`config.mk`:
```
export PLATFORM = sky130hd
export DESIGN_NAME = hw_top
export DESIGN_NICKNAME = d
export VERILOG_FILES = /design/src/common/board_pkg.sv /design/src/common/opb_pkg.sv /design/src/design/hw_top.sv /design/src/design/pulse_timer.sv /design/src/design/reg_file.sv /design/src/freq_meter/edge_counter.sv /design/src/freq_meter/freq_meter_ctrl.sv
export SDC_FILE = /design/constraint.sdc
export NUM_CORES = 1
export LEC_CHECK = 0
export BUFFER_PORTS_ARGS = -buffer_cell sky130_fd_sc_hd__buf_2
export CAP_MARGIN = 20
export CORE_ASPECT_RATIO = 0.8
export CORE_UTILIZATION = 30
export CTS_BUF_LIST = sky130_fd_sc_hd__clkbuf_4 sky130_fd_sc_hd__clkbuf_8
export DETAILED_ROUTE_END_ITERATION = 10
export GPL_ROUTABILITY_DRIVEN = 1
export GPL_TIMING_DRIVEN = 1
export PLACE_DENSITY = 0.56
export SYNTH_ARGS = -nofsm -noshare
export SYNTH_HDL_FRONTEND = slang
export SYNTH_SLANG_ARGS = --single-unit
```
`constraint.sdc`:
```
create_clock -name opb_clk -period 3 [get_ports opb_clk]
set_input_delay 0.6 -clock opb_clk [delete_from_list [all_inputs] [get_ports opb_clk]]
set_output_delay 0.6 -clock opb_clk [all_outputs]
set_load 0.03 [all_outputs]
```
`src/common/board_pkg.sv`:
```
package board_pkg;

    //////////////////////////////////////////////////
    // Board GPIO groups
    //////////////////////////////////////////////////

    // Inputs as seen at the connector
    typedef struct packed {
        // Interlock loop states
        logic [7:0] loop_state;
        // Door and safety switches, active low
        logic [7:0] safety_n;
        // Configuration switch bank
        logic [7:0] config_sw;
    } gpio_in_t;

    // Registered outputs, 12 bits
    typedef struct packed {
        // Loop control lines
        logic [7:0] loop_ctrl;
        logic       gant_rot_en;
        logic       spare;
        // Bit 0 is LED1, bit 1 is LED2
        logic [1:0] led;
    } gpio_out_t;

    //////////////////////////////////////////////////
    // Frequency meter
    //////////////////////////////////////////////////

    // Gate length in reference ticks
    localparam int GATE_W  = 16;
    // Edge count width
    localparam int COUNT_W = 24;

    typedef enum logic [1:0] {
        FM_IDLE,
        FM_ARM,
        FM_GATE,
        FM_DONE
    } freq_state_e;

endpackage

```
`src/common/opb_pkg.sv`:
```
package opb_pkg;

    //////////////////////////////////////////////////
    // Register bus widths
    //////////////////////////////////////////////////

    typedef logic [31:0] opb_data_t;
    typedef logic [7:0]  opb_addr_t;

    // One bus request, 42 bits
    typedef struct packed {
        opb_addr_t addr;
        opb_data_t wdata;
        logic      re;
        logic      we;
    } opb_req_t;

    //////////////////////////////////////////////////
    // Register map, byte addresses of 32-bit words
    //////////////////////////////////////////////////

    typedef enum opb_addr_t {
        REG_VERSION    = 8'h00,
        REG_ID         = 8'h04,
        REG_DATE       = 8'h08,
        REG_SCRATCH    = 8'h0C,
        REG_GPIO_IN    = 8'h10,
        REG_GPIO_OUT   = 8'h14,
        // Bit 0 start on write; bit 0 busy, bit 1 done on read
        REG_FREQ_CTRL  = 8'h18,
        REG_FREQ_COUNT = 8'h1C
    } reg_addr_e;

endpackage

```
`src/design/hw_top.sv`:
```
`timescale 1ns/1ps

module hw_top
    import opb_pkg::*;
    import board_pkg::*;
#(
    parameter opb_data_t VERSION  = 32'h0001_0000,
    parameter opb_data_t ID       = 32'h0000_0050,
    parameter opb_data_t DATE     = 32'h2025_0822,
    parameter int        TICK_DIV = 10,
    parameter int        SLOW_DIV = 4
) (
    input  logic       opb_clk,
    input  logic       rst_n,
    input  opb_req_t   opb_req,
    input  gpio_in_t   gpio_in,
    input  logic       osc_in,
    output opb_data_t  opb_rdata,
    output gpio_out_t  gpio_out,
    output logic [1:0] status_led,
    output logic       ref_clk_out
);

    // Timer outputs
    logic               ref_tick;
    logic               blink;

    // Frequency meter
    logic               start;
    logic [GATE_W-1:0]  gate_len;
    logic               count_en;
    logic               count_clr;
    logic               count_latch;
    logic               busy;
    logic               done;
    logic [COUNT_W-1:0] count;

    pulse_timer #(
        .TICK_DIV (TICK_DIV),
        .SLOW_DIV (SLOW_DIV)
    ) i_pulse_timer (
        .opb_clk     (opb_clk),
        .rst_n       (rst_n),
        .ref_tick    (ref_tick),
        .ref_clk_out (ref_clk_out),
        .blink       (blink)
    );

    freq_meter_ctrl i_freq_meter_ctrl (
        .opb_clk     (opb_clk),
        .rst_n       (rst_n),
        .start       (start),
        .ref_tick    (ref_tick),
        .gate_len    (gate_len),
        .count_en    (count_en),
        .count_clr   (count_clr),
        .count_latch (count_latch),
        .busy        (busy),
        .done        (done)
    );

    edge_counter i_edge_counter (
        .opb_clk     (opb_clk),
        .rst_n       (rst_n),
        .osc_in      (osc_in),
        .count_en    (count_en),
        .count_clr   (count_clr),
        .count_latch (count_latch),
        .count       (count)
    );

    reg_file #(
        .VERSION (VERSION),
        .ID      (ID),
        .DATE    (DATE)
    ) i_reg_file (
        .opb_clk    (opb_clk),
        .rst_n      (rst_n),
        .opb_req    (opb_req),
        .gpio_in    (gpio_in),
        .blink      (blink),
        .busy       (busy),
        .done       (done),
        .count      (count),
        .opb_rdata  (opb_rdata),
        .gpio_out   (gpio_out),
        .status_led (status_led),
        .start      (start),
        .gate_len   (gate_len)
    );

endmodule

```
`src/design/pulse_timer.sv`:
```
`timescale 1ns/1ps

module pulse_timer #(
    parameter int TICK_DIV = 10,
    parameter int SLOW_DIV = 4
) (
    input  logic opb_clk,
    input  logic rst_n,
    output logic ref_tick,
    output logic ref_clk_out,
    output logic blink
);

    localparam int TICK_W = (TICK_DIV > 1) ? $clog2(TICK_DIV) : 1;
    localparam int SLOW_W = (SLOW_DIV > 1) ? $clog2(SLOW_DIV) : 1;

    logic [TICK_W-1:0] tick_cnt;
    logic [SLOW_W-1:0] slow_cnt;

    // Prescaler wraps every TICK_DIV cycles, the tick and both
    // slow outputs are updated on the same edge
    always_ff @(posedge opb_clk or negedge rst_n) begin
        if (!rst_n) begin
            tick_cnt    <= '0;
            slow_cnt    <= '0;
            ref_tick    <= 1'b0;
            ref_clk_out <= 1'b0;
            blink       <= 1'b0;
        end else begin
            ref_tick <= 1'b0;
            if (tick_cnt == TICK_W'(TICK_DIV - 1)) begin
                tick_cnt    <= '0;
                ref_tick    <= 1'b1;
                ref_clk_out <= ~ref_clk_out;
                // Blink half period is SLOW_DIV ticks
                if (slow_cnt == SLOW_W'(SLOW_DIV - 1)) begin
                    slow_cnt <= '0;
                    blink    <= ~blink;
                end else begin
                    slow_cnt <= slow_cnt + 1'b1;
                end
            end else begin
                tick_cnt <= tick_cnt + 1'b1;
            end
        end
    end

endmodule

```
`src/design/reg_file.sv`:
```
`timescale 1ns/1ps

module reg_file
    import opb_pkg::*;
    import board_pkg::*;
#(
    parameter opb_data_t VERSION = 32'h0,
    parameter opb_data_t ID      = 32'h0,
    parameter opb_data_t DATE    = 32'h0
) (
    input  logic               opb_clk,
    input  logic               rst_n,
    input  opb_req_t           opb_req,
    input  gpio_in_t           gpio_in,
    input  logic               blink,
    input  logic               busy,
    input  logic               done,
    input  logic [COUNT_W-1:0] count,
    output opb_data_t          opb_rdata,
    output gpio_out_t          gpio_out,
    output logic [1:0]         status_led,
    output logic               start,
    output logic [GATE_W-1:0]  gate_len
);

    reg_addr_e addr;
    opb_data_t scratch;
    opb_data_t rd_mux;
    gpio_in_t  gpio_s1;
    gpio_in_t  gpio_s2;
    logic      wakeup;

    assign addr = reg_addr_e'(opb_req.addr);

    //////////////////////////////////////////////////
    // Write side
    //////////////////////////////////////////////////

    always_ff @(posedge opb_clk or negedge rst_n) begin
        if (!rst_n) begin
            scratch <= '0;
        end else if (opb_req.we && addr == REG_SCRATCH) begin
            scratch <= opb_req.wdata;
        end
    end

    always_ff @(posedge opb_clk or negedge rst_n) begin
        if (!rst_n) begin
            gpio_out <= '0;
        end else if (opb_req.we && addr == REG_GPIO_OUT) begin
            gpio_out <= gpio_out_t'(opb_req.wdata[$bits(gpio_out_t)-1:0]);
        end
    end

    // Start strobe and gate length for the frequency meter
    assign start    = opb_req.we && (addr == REG_FREQ_CTRL) && opb_req.wdata[0];
    assign gate_len = opb_req.wdata[31:16];

    // Two-flop input synchronizer
    always_ff @(posedge opb_clk or negedge rst_n) begin
        if (!rst_n) begin
            gpio_s1 <= '0;
            gpio_s2 <= '0;
        end else begin
            gpio_s1 <= gpio_in;
            gpio_s2 <= gpio_s1;
        end
    end

    //////////////////////////////////////////////////
    // Read-back
    //////////////////////////////////////////////////

    always_comb begin
        case (addr)
            REG_VERSION:    rd_mux = VERSION;
            REG_ID:         rd_mux = ID;
            REG_DATE:       rd_mux = DATE;
            REG_SCRATCH:    rd_mux = scratch;
            REG_GPIO_IN:    rd_mux = {8'h00, gpio_s2};
            REG_GPIO_OUT:   rd_mux = {20'h0_0000, gpio_out};
            REG_FREQ_CTRL:  rd_mux = {30'h0, done, busy};
            REG_FREQ_COUNT: rd_mux = {8'h00, count};
            default:        rd_mux = '0;
        endcase
    end

    // Held until the next read strobe
    always_ff @(posedge opb_clk or negedge rst_n) begin
        if (!rst_n) begin
            opb_rdata <= '0;
        end else if (opb_req.re) begin
            opb_rdata <= rd_mux;
        end
    end

    //////////////////////////////////////////////////
    // Wake-up and status LEDs
    //////////////////////////////////////////////////

    // Sticky flag set by the first bus access of any kind
    always_ff @(posedge opb_clk or negedge rst_n) begin
        if (!rst_n) begin
            wakeup <= 1'b0;
        end else if (opb_req.re || opb_req.we) begin
            wakeup <= 1'b1;
        end
    end

    assign status_led = wakeup ? gpio_out.led : {2{blink}};

endmodule

```
`src/freq_meter/edge_counter.sv`:
```
`timescale 1ns/1ps

module edge_counter
    import board_pkg::*;
(
    input  logic               opb_clk,
    input  logic               rst_n,
    input  logic               osc_in,
    input  logic               count_en,
    input  logic               count_clr,
    input  logic               count_latch,
    output logic [COUNT_W-1:0] count
);

    logic               osc_s1;
    logic               osc_s2;
    logic               osc_prev;
    logic               osc_rise;
    logic [COUNT_W-1:0] run_cnt;

    //////////////////////////////////////////////////
    // Oscillator input synchronizer
    //////////////////////////////////////////////////

    always_ff @(posedge opb_clk or negedge rst_n) begin
        if (!rst_n) begin
            osc_s1   <= 1'b0;
            osc_s2   <= 1'b0;
            osc_prev <= 1'b0;
        end else begin
            osc_s1   <= osc_in;
            osc_s2   <= osc_s1;
            osc_prev <= osc_s2;
        end
    end

    assign osc_rise = osc_s2 && !osc_prev;

    //////////////////////////////////////////////////
    // Running count and held result
    //////////////////////////////////////////////////

    always_ff @(posedge opb_clk or negedge rst_n) begin
        if (!rst_n) begin
            run_cnt <= '0;
            count   <= '0;
        end else begin
            // Clear wins over counting
            if (count_clr) begin
                run_cnt <= '0;
            end else if (count_en && osc_rise) begin
                run_cnt <= run_cnt + 1'b1;
            end
            if (count_latch) begin
                count <= run_cnt;
            end
        end
    end

endmodule

```
`src/freq_meter/freq_meter_ctrl.sv`:
```
`timescale 1ns/1ps

module freq_meter_ctrl
    import board_pkg::*;
(
    input  logic              opb_clk,
    input  logic              rst_n,
    input  logic              start,
    input  logic              ref_tick,
    input  logic [GATE_W-1:0] gate_len,
    output logic              count_en,
    output logic              count_clr,
    output logic              count_latch,
    output logic              busy,
    output logic              done
);

    freq_state_e       state;
    freq_state_e       state_nxt;
    logic [GATE_W-1:0] gate_q;
    logic [GATE_W-1:0] tick_cnt;
    logic              accept;
    logic              last_tick;

    // A start is only taken when no measurement is running
    assign accept    = start && (state == FM_IDLE || state == FM_DONE);
    assign last_tick = ref_tick && (tick_cnt == gate_q - 1'b1);

    //////////////////////////////////////////////////
    // State machine
    //////////////////////////////////////////////////

    always_comb begin
        state_nxt = state;
        case (state)
            FM_IDLE, FM_DONE: begin
                if (start) begin
                    state_nxt = FM_ARM;
                end
            end
            // Wait for a tick boundary so the gate is whole ticks
            FM_ARM: begin
                if (ref_tick) begin
                    state_nxt = FM_GATE;
                end
            end
            FM_GATE: begin
                if (last_tick) begin
                    state_nxt = FM_DONE;
                end
            end
            default: state_nxt = FM_IDLE;
        endcase
    end

    always_ff @(posedge opb_clk or negedge rst_n) begin
        if (!rst_n) begin
            state    <= FM_IDLE;
            gate_q   <= '0;
            tick_cnt <= '0;
        end else begin
            state <= state_nxt;
            if (accept) begin
                gate_q <= gate_len;
            end
            // Gate tick counter
            if (state == FM_ARM) begin
                tick_cnt <= '0;
            end else if (state == FM_GATE && ref_tick) begin
                tick_cnt <= tick_cnt + 1'b1;
            end
        end
    end

    assign count_clr   = accept;
    assign count_en    = (state == FM_GATE);
    assign count_latch = (state == FM_GATE) && last_tick;
    assign busy        = (state == FM_ARM) || (state == FM_GATE);
    assign done        = (state == FM_DONE);

endmodule

```
After elaboration in Yosys (flattened, before gate mapping)
Cells that the tools add are included.
{ "totals": {"ff_bits": 219} }
{ "op_classes": {"addsub": 5, "eq_ne": 16, "n_mux": 13, "bitwise": 2, "n_reduce_logical": 21} }
{ "op_table": {"columns": ["op", "n"], "rows": [
  ["$pmux W32 S8", 1],
  ["$mux W24", 2],
  ["$eq A8 B5 Y1 const B", 4],
  ["$mux W16", 2],
  ["$add A24 B1 Y24 const B", 1],
  ["$add A16 B1 Y16 const B", 1],
  ["$eq A16 B16 Y1", 1],
  ["$eq A8 B4 Y1 const B", 2],
  ["$sub A16 B1 Y16 const B", 1],
  ["$logic_and A1 B1 Y1", 10],
  ["$mux W2", 5],
  ["$eq A8 B3 Y1 const B", 1],
  ["$logic_not A8 Y1", 1],
  ["$eq A2 B2 Y1 const B", 3],
  ["$pmux W2 S3", 1],
  ["$add A4 B1 Y4 const B", 1],
  ["$eq A4 B4 Y1 const B", 1],
  ["$mux W4", 1],
  ["$ne A2 B2 Y1 const B", 2],
  ["$reduce_bool A2 Y1", 2],
  ["$logic_or A1 B1 Y1", 3],
  ["$reduce_and A3 Y1", 1],
  ["$add A2 B1 Y2 const B", 1],
  ["$eq A2 B1 Y1 const B", 1],
  ["7 further kinds", 8]
]} }

Depth between registers and ports, before layout
{ "depth": {"ltp_word": 5, "depth_mapped": 11, "mapped_depth_nobuf": 9} }

Hierarchy
A second synthesis with hierarchy kept.
{ "unflattened": {"cells_unflattened": 776, "hier_area_um2": 9606.7} }
{ "by_module_without_submodules": {"columns": ["module", "n_inst", "cells_per_inst", "area_each_um2"], "rows": [
  ["reg_file", 1, 352, 4954.8],
  ["edge_counter", 1, 190, 2209.6],
  ["freq_meter_ctrl", 1, 206, 2058.2],
  ["pulse_timer", 1, 28, 384.1]
]} }

Worst setup path after synthesis
OpenSTA, ideal clock, no wires.
{ "synth_timing": {"path_type": "reg2reg", "from": "register i_freq_meter_ctrl.gate_q[0]", "to": "register i_edge_counter.count[10]", "setup_time_ns": 0.125, "arrival_time_ns": 2.955, "required_ns": 2.875, "slack_ns": -0.080, "path_stages_with_launch": 12, "period_less_slack_ns": 3.080, "path_cell_list": "dfrtp_1 > inv_1 > ha_1 > nor4b_4 > a32oi_1 > or3b_1 > or4_1 > nor4_2 > and2_1 > buf_6 > buf_12 > mux2_4"} }
{ "synth_between": {"elab_chain_cells": 4} }
{ "synth_rtl": {"columns": ["element", "line", "rtl"], "rows": [
  ["start: declaration", "freq_meter_ctrl.sv:20", "logic [GATE_W-1:0] gate_q;"],
  ["start signal: assignment", "freq_meter_ctrl.sv:64", "gate_q <= gate_len;"],
  ["$sub A16 B1 Y16", "freq_meter_ctrl.sv:27", "assign last_tick = ref_tick && (tick_cnt == gate_q - 1'b1);"],
  ["$eq A16 B16 Y1", "freq_meter_ctrl.sv:27", null],
  ["$logic_and A1 B1 Y1", "freq_meter_ctrl.sv:27", null],
  ["$logic_and A1 B1 Y1", "freq_meter_ctrl.sv:77", "assign count_latch = (state == FM_GATE) && last_tick;"],
  ["end signal: assignment", "edge_counter.sv:55", "count <= run_cnt;"],
  ["end: declaration", "edge_counter.sv:12", "output logic [COUNT_W-1:0] count"]
]} }
No other way between the ends.
A chain may end at the register's enable or synchronous reset.

Final worst setup path
{ "layout_timing": {"from": "register i_freq_meter_ctrl.gate_q[0]", "to": "register i_edge_counter.count[21]"} }
Same word-level chain as after synthesis.

==> insert_results.sql <==
INSERT INTO impl_metrics (metric_group, metric, value, unit) VALUES
('run_status', 'result_of_the_run', 'finished, violations left', ''),
('run_status', 'violations', 'setup timing', ''),
('placed_design', 'hpwlAfterDp', '15.02', 'mm'),
('floorplan', 'dieArea', '0.03171', 'mm^2'),
('cts', 'cts_tree', 'built', ''),
('pwr', 'power_frac_seq', '0.492', ''),
('floorplan', 'dieHeight', '159.5', 'um'),
('placed_design', 'place_congestion', '0.8373', ''),
('yosys', 'synth-warning-count', '0', ''),
('worst_setup_path', 'path_max_fanout', '6', ''),
('drt', 'drtIter0Drc', '357', ''),
('cts', 'worst_skew_pair.late_latency', '0.54', 'ns'),
('drt', 'vias', '6300', ''),
('worst_setup_path', 'critPathMaxStageDelay', '0.43', 'ns'),
('placed_design', 'post_dp_cell_area', '0.01058', 'mm^2'),
('cells_and_area', 'antennaDiodeCount', '0', ''),
('timing', 'report.final.setup_viol', '24', ''),
('cts', 'clockBufferDepth', '3', ''),
('worst_setup_path', 'critical_path_buf_inv_count', '3', ''),
('yosys', 'synth-seq-area-share', '0.5893', ''),
('timing', 'worst-slew-pin-transition', '0.9364', 'ns'),
('yosys', 'netlist_instances', '775', ''),
('cells_and_area', 'final_core_utilization', '0.3738', ''),
('run', 'max_cap_viol_count', '0', ''),
('timing', 'final.setup.tns', '-2.973', 'ns'),
('pwr', 'power.ir.vdd_worst', '0.3641', 'mV'),
('global_route', 'grt_antenna_before_repair', '1', ''),
('drt', 'routedWlPerCell', '16.47', 'um'),
('yosys', 'mappedNetlistNets', '852', ''),
('pwr', 'clockPowerShare', '0.364', ''),
('yosys', 'syn_area_per_cell', '12.00', 'um^2'),
('drt', 'drt-pass1-iter-count', '6', ''),
('yosys', 'synth.lib_cells_used.distinct', '58', ''),
('timing', 'maxSlewHeadroom', '0.3757', ''),
('cts', 'holdBufCountCts', '0', ''),
('timing', 'rsz0062_at_grt', 'true', ''),
('worst_setup_path', 'critical_path.top_delay_family', 'simple AND/OR/NAND/NOR gates', ''),
('pwr', 'power.switching_fraction', '0.2848', ''),
('worst_setup_path', 'worst_ep_arrival_time', '3.59', 'ns'),
('pwr', 'cell_internal_power', '4.999', 'mW'),
('timing', 'final-hold-violation-count', '0', ''),
('yosys', 'synth.top_cell.area_share', '0.5893', ''),
('min_path', 'worstHoldPathType', 'in -> async', ''),
('cells_and_area', 'finish.net_count', '1009', ''),
('global_route', 'grt_max_degree', '72', ''),
('pwr', 'comb_power_share', '0.144', ''),
('timing', 'slew_violations', '0', ''),
('drt', 'drt.antenna.violating_nets', '0', ''),
('drt', 'number_of_remaining_drc_errors', '0', ''),
('floorplan', 'die_w', '198.9', 'um'),
('yosys', 'asyncSetResetFlopFracSynth', '1.000', ''),
('cells_and_area', 'post_route_cells_drive_above_1_share', '0.3165', ''),
('cts', 'root_buffer', 'clkbuf_8', ''),
('worst_setup_path', 'cpMaxStageDelayCell', 'or4_4', ''),
('floorplan', 'core.rowCount', '57', ''),
('cells_and_area', 'mostFrequentLayoutCells', 'dfrtp_1, buf_2, nor2_1, nand2_1, mux2_2', ''),
('pwr', 'power.static_leakage', '5.299', 'nW'),
('timing', 'setup_slack', '-0.1748', 'ns'),
('yosys', 'syn_area', '0.009300', 'mm^2'),
('worst_setup_path', 'required', '3.41', 'ns'),
('pwr', 'total_switching_power', '1.991', 'mW'),
('cts', 'clkTransAtPathRegs', '0.06', 'ns'),
('placed_design', 'io_port_bufs', '115', ''),
('cts', 'cts_buffers', '35', ''),
('timing', 'layout_min_cycle_time', '3.175', 'ns'),
('cells_and_area', 'post_layout_cell_count', '1361', ''),
('worst_setup_path', 'crit_path_cell_trace', 'inv_2, ha_4, nor4b_4, a32oi_1, or3b_1, or4_4, nor4_4, and2_4, buf_12, buf_16, mux2_4', ''),
('global_route', 'first_global_vias', '6280', ''),
('timing', 'maxClockFrequency', '315.0', 'MHz'),
('yosys', 'synth-main-ff-cell', 'dfrtp_1', ''),
('global_route', 'grt_remaining_overflow', '0', '');
## path summary, 6_finish.rpt
path,cells after the start,to,start,slack (ns)
worst max-delay path,11,i_edge_counter.count[21],i_freq_meter_ctrl.gate_q[0],-0.17
worst min register to register,0,i_edge_counter.osc_s2,i_edge_counter.osc_s1,0.34
worst min-delay path,1,i_reg_file.gpio_s2[5],rst_n,0.03
min in group opb_clk,1,i_reg_file.gpio_s1[8],gpio_in[8],0.16
worst max register to register,11,i_edge_counter.count[21],i_freq_meter_ctrl.gate_q[0],-0.17
max in group asynchronous,2,i_reg_file.scratch[14],rst_n,2.23
## stage by stage
step	hold slack, ns	power [mW]
2_1_floorplan	0.3044	4.068
3_3_place_gp	0.3326	4.427
3_5_place_dp	0.3347	4.454
4_1_cts	0.03833	7.059
5_1_grt	0.05944	7.404
6_report	0.02618	6.989
## kinds of logic (layout without fill, tap and decap cells)
group / count (synthesis) / after routing / synth area share
AO/OA/AOI/OAI: 110 / 110 / 0.07534
XOR/XNOR: 54 / 54 / 0.05085
adder cells (fa/ha/maj): 8 / 8 / 0.01076
buffers and inverters: 67 / 240 / 0.03269
flip-flops: 219 / 219 / 0.5893
multiplexers: 92 / 92 / 0.1196
AND/OR/NAND/NOR: 225 / 225 / 0.1215
## cell usage after synthesis (all sizes together), types with 4 or more instances
| master | instances |
|---|---|
| mux2i | 8 |
| or3 | 9 |
| buf | 10 |
| a21oi | 32 |
| xnor2 | 21 |
| a211oi | 4 |
| or4 | 4 |
| nand3 | 26 |
| nor2 | 71 |
| nand2b | 4 |
| nor2b | 4 |
| xor2 | 33 |
| dfrtp | 219 |
| nor4 | 4 |
| mux2 | 83 |
| ha | 8 |
| inv | 29 |
| o21ai | 33 |
| nor3 | 7 |
| nand2 | 51 |
| clkbuf | 28 |
| and2 | 8 |
| nand4 | 9 |
| and3 | 9 |
| o22ai | 4 |
| or2 | 4 |
| a222oi | 14 |
| a31oi | 6 |
## timing repair
action | in CTS | in global routing
endpoints found under the setup margin | 24 | 26
resized for setup | 13 | 2
cloned | 3 | 0
endpoints found under the hold margin | 0 | 0
buffers inserted | 4 | 1
pin swaps | 4 | 2
## layout make-up
| type | count | area (um^2) |
|---|---|---|
| clock buffer | 48 | 604.3 |
| clock inverter | 5 | 57.56 |
| fill | 3032 | 19070 |
| inverter | 29 | 108.9 |
| multi-input combinational | 489 | 3576 |
| sequential | 219 | 5480 |
| tap | 413 | 516.7 |
| timing repair buffer | 158 | 1040 |
## registers in the layout, indices dropped and copies added (netlist names)
signal and cells:
i_reg_file.opb_rdata 32, i_reg_file.scratch 32, i_edge_counter.count 24, i_edge_counter.run_cnt 24, i_reg_file.gpio_s1 24, i_reg_file.gpio_s2 24, i_freq_meter_ctrl.gate_q 16, i_freq_meter_ctrl.tick_cnt 16
i_reg_file.gpio_out 12, i_pulse_timer.tick_cnt 4, i_freq_meter_ctrl.state 2, i_pulse_timer.slow_cnt 2, i_edge_counter.osc_prev 1, i_edge_counter.osc_s1 1, i_edge_counter.osc_s2 1, i_pulse_timer.blink 1
i_pulse_timer.ref_clk_out 1, i_pulse_timer.ref_tick 1, i_reg_file.wakeup 1
## layer usage
layer | vias up | track usage | routed length, um
li1 | 3020 | - | -
met1 | 3102 | 0.2148 | 11020
met2 | 142 | 0.2074 | 9694
met3 | 36 | 0.03559 | 1251
met4 | 0 | 0.04301 | 455
met5 | - | 0 | 0
## power groups by stage
stage               Sequential, mW  Combinational [mW]  Clock (mW)
floorplan                     3.47               0.597           0
global placement              3.48               0.946           0
detailed placement            3.49               0.968           0
CTS                           3.44               0.980        2.64
global route                  3.48                1.14        2.78
finish                        3.44                1.00        2.55
Power figures use the tool's default switching activity.
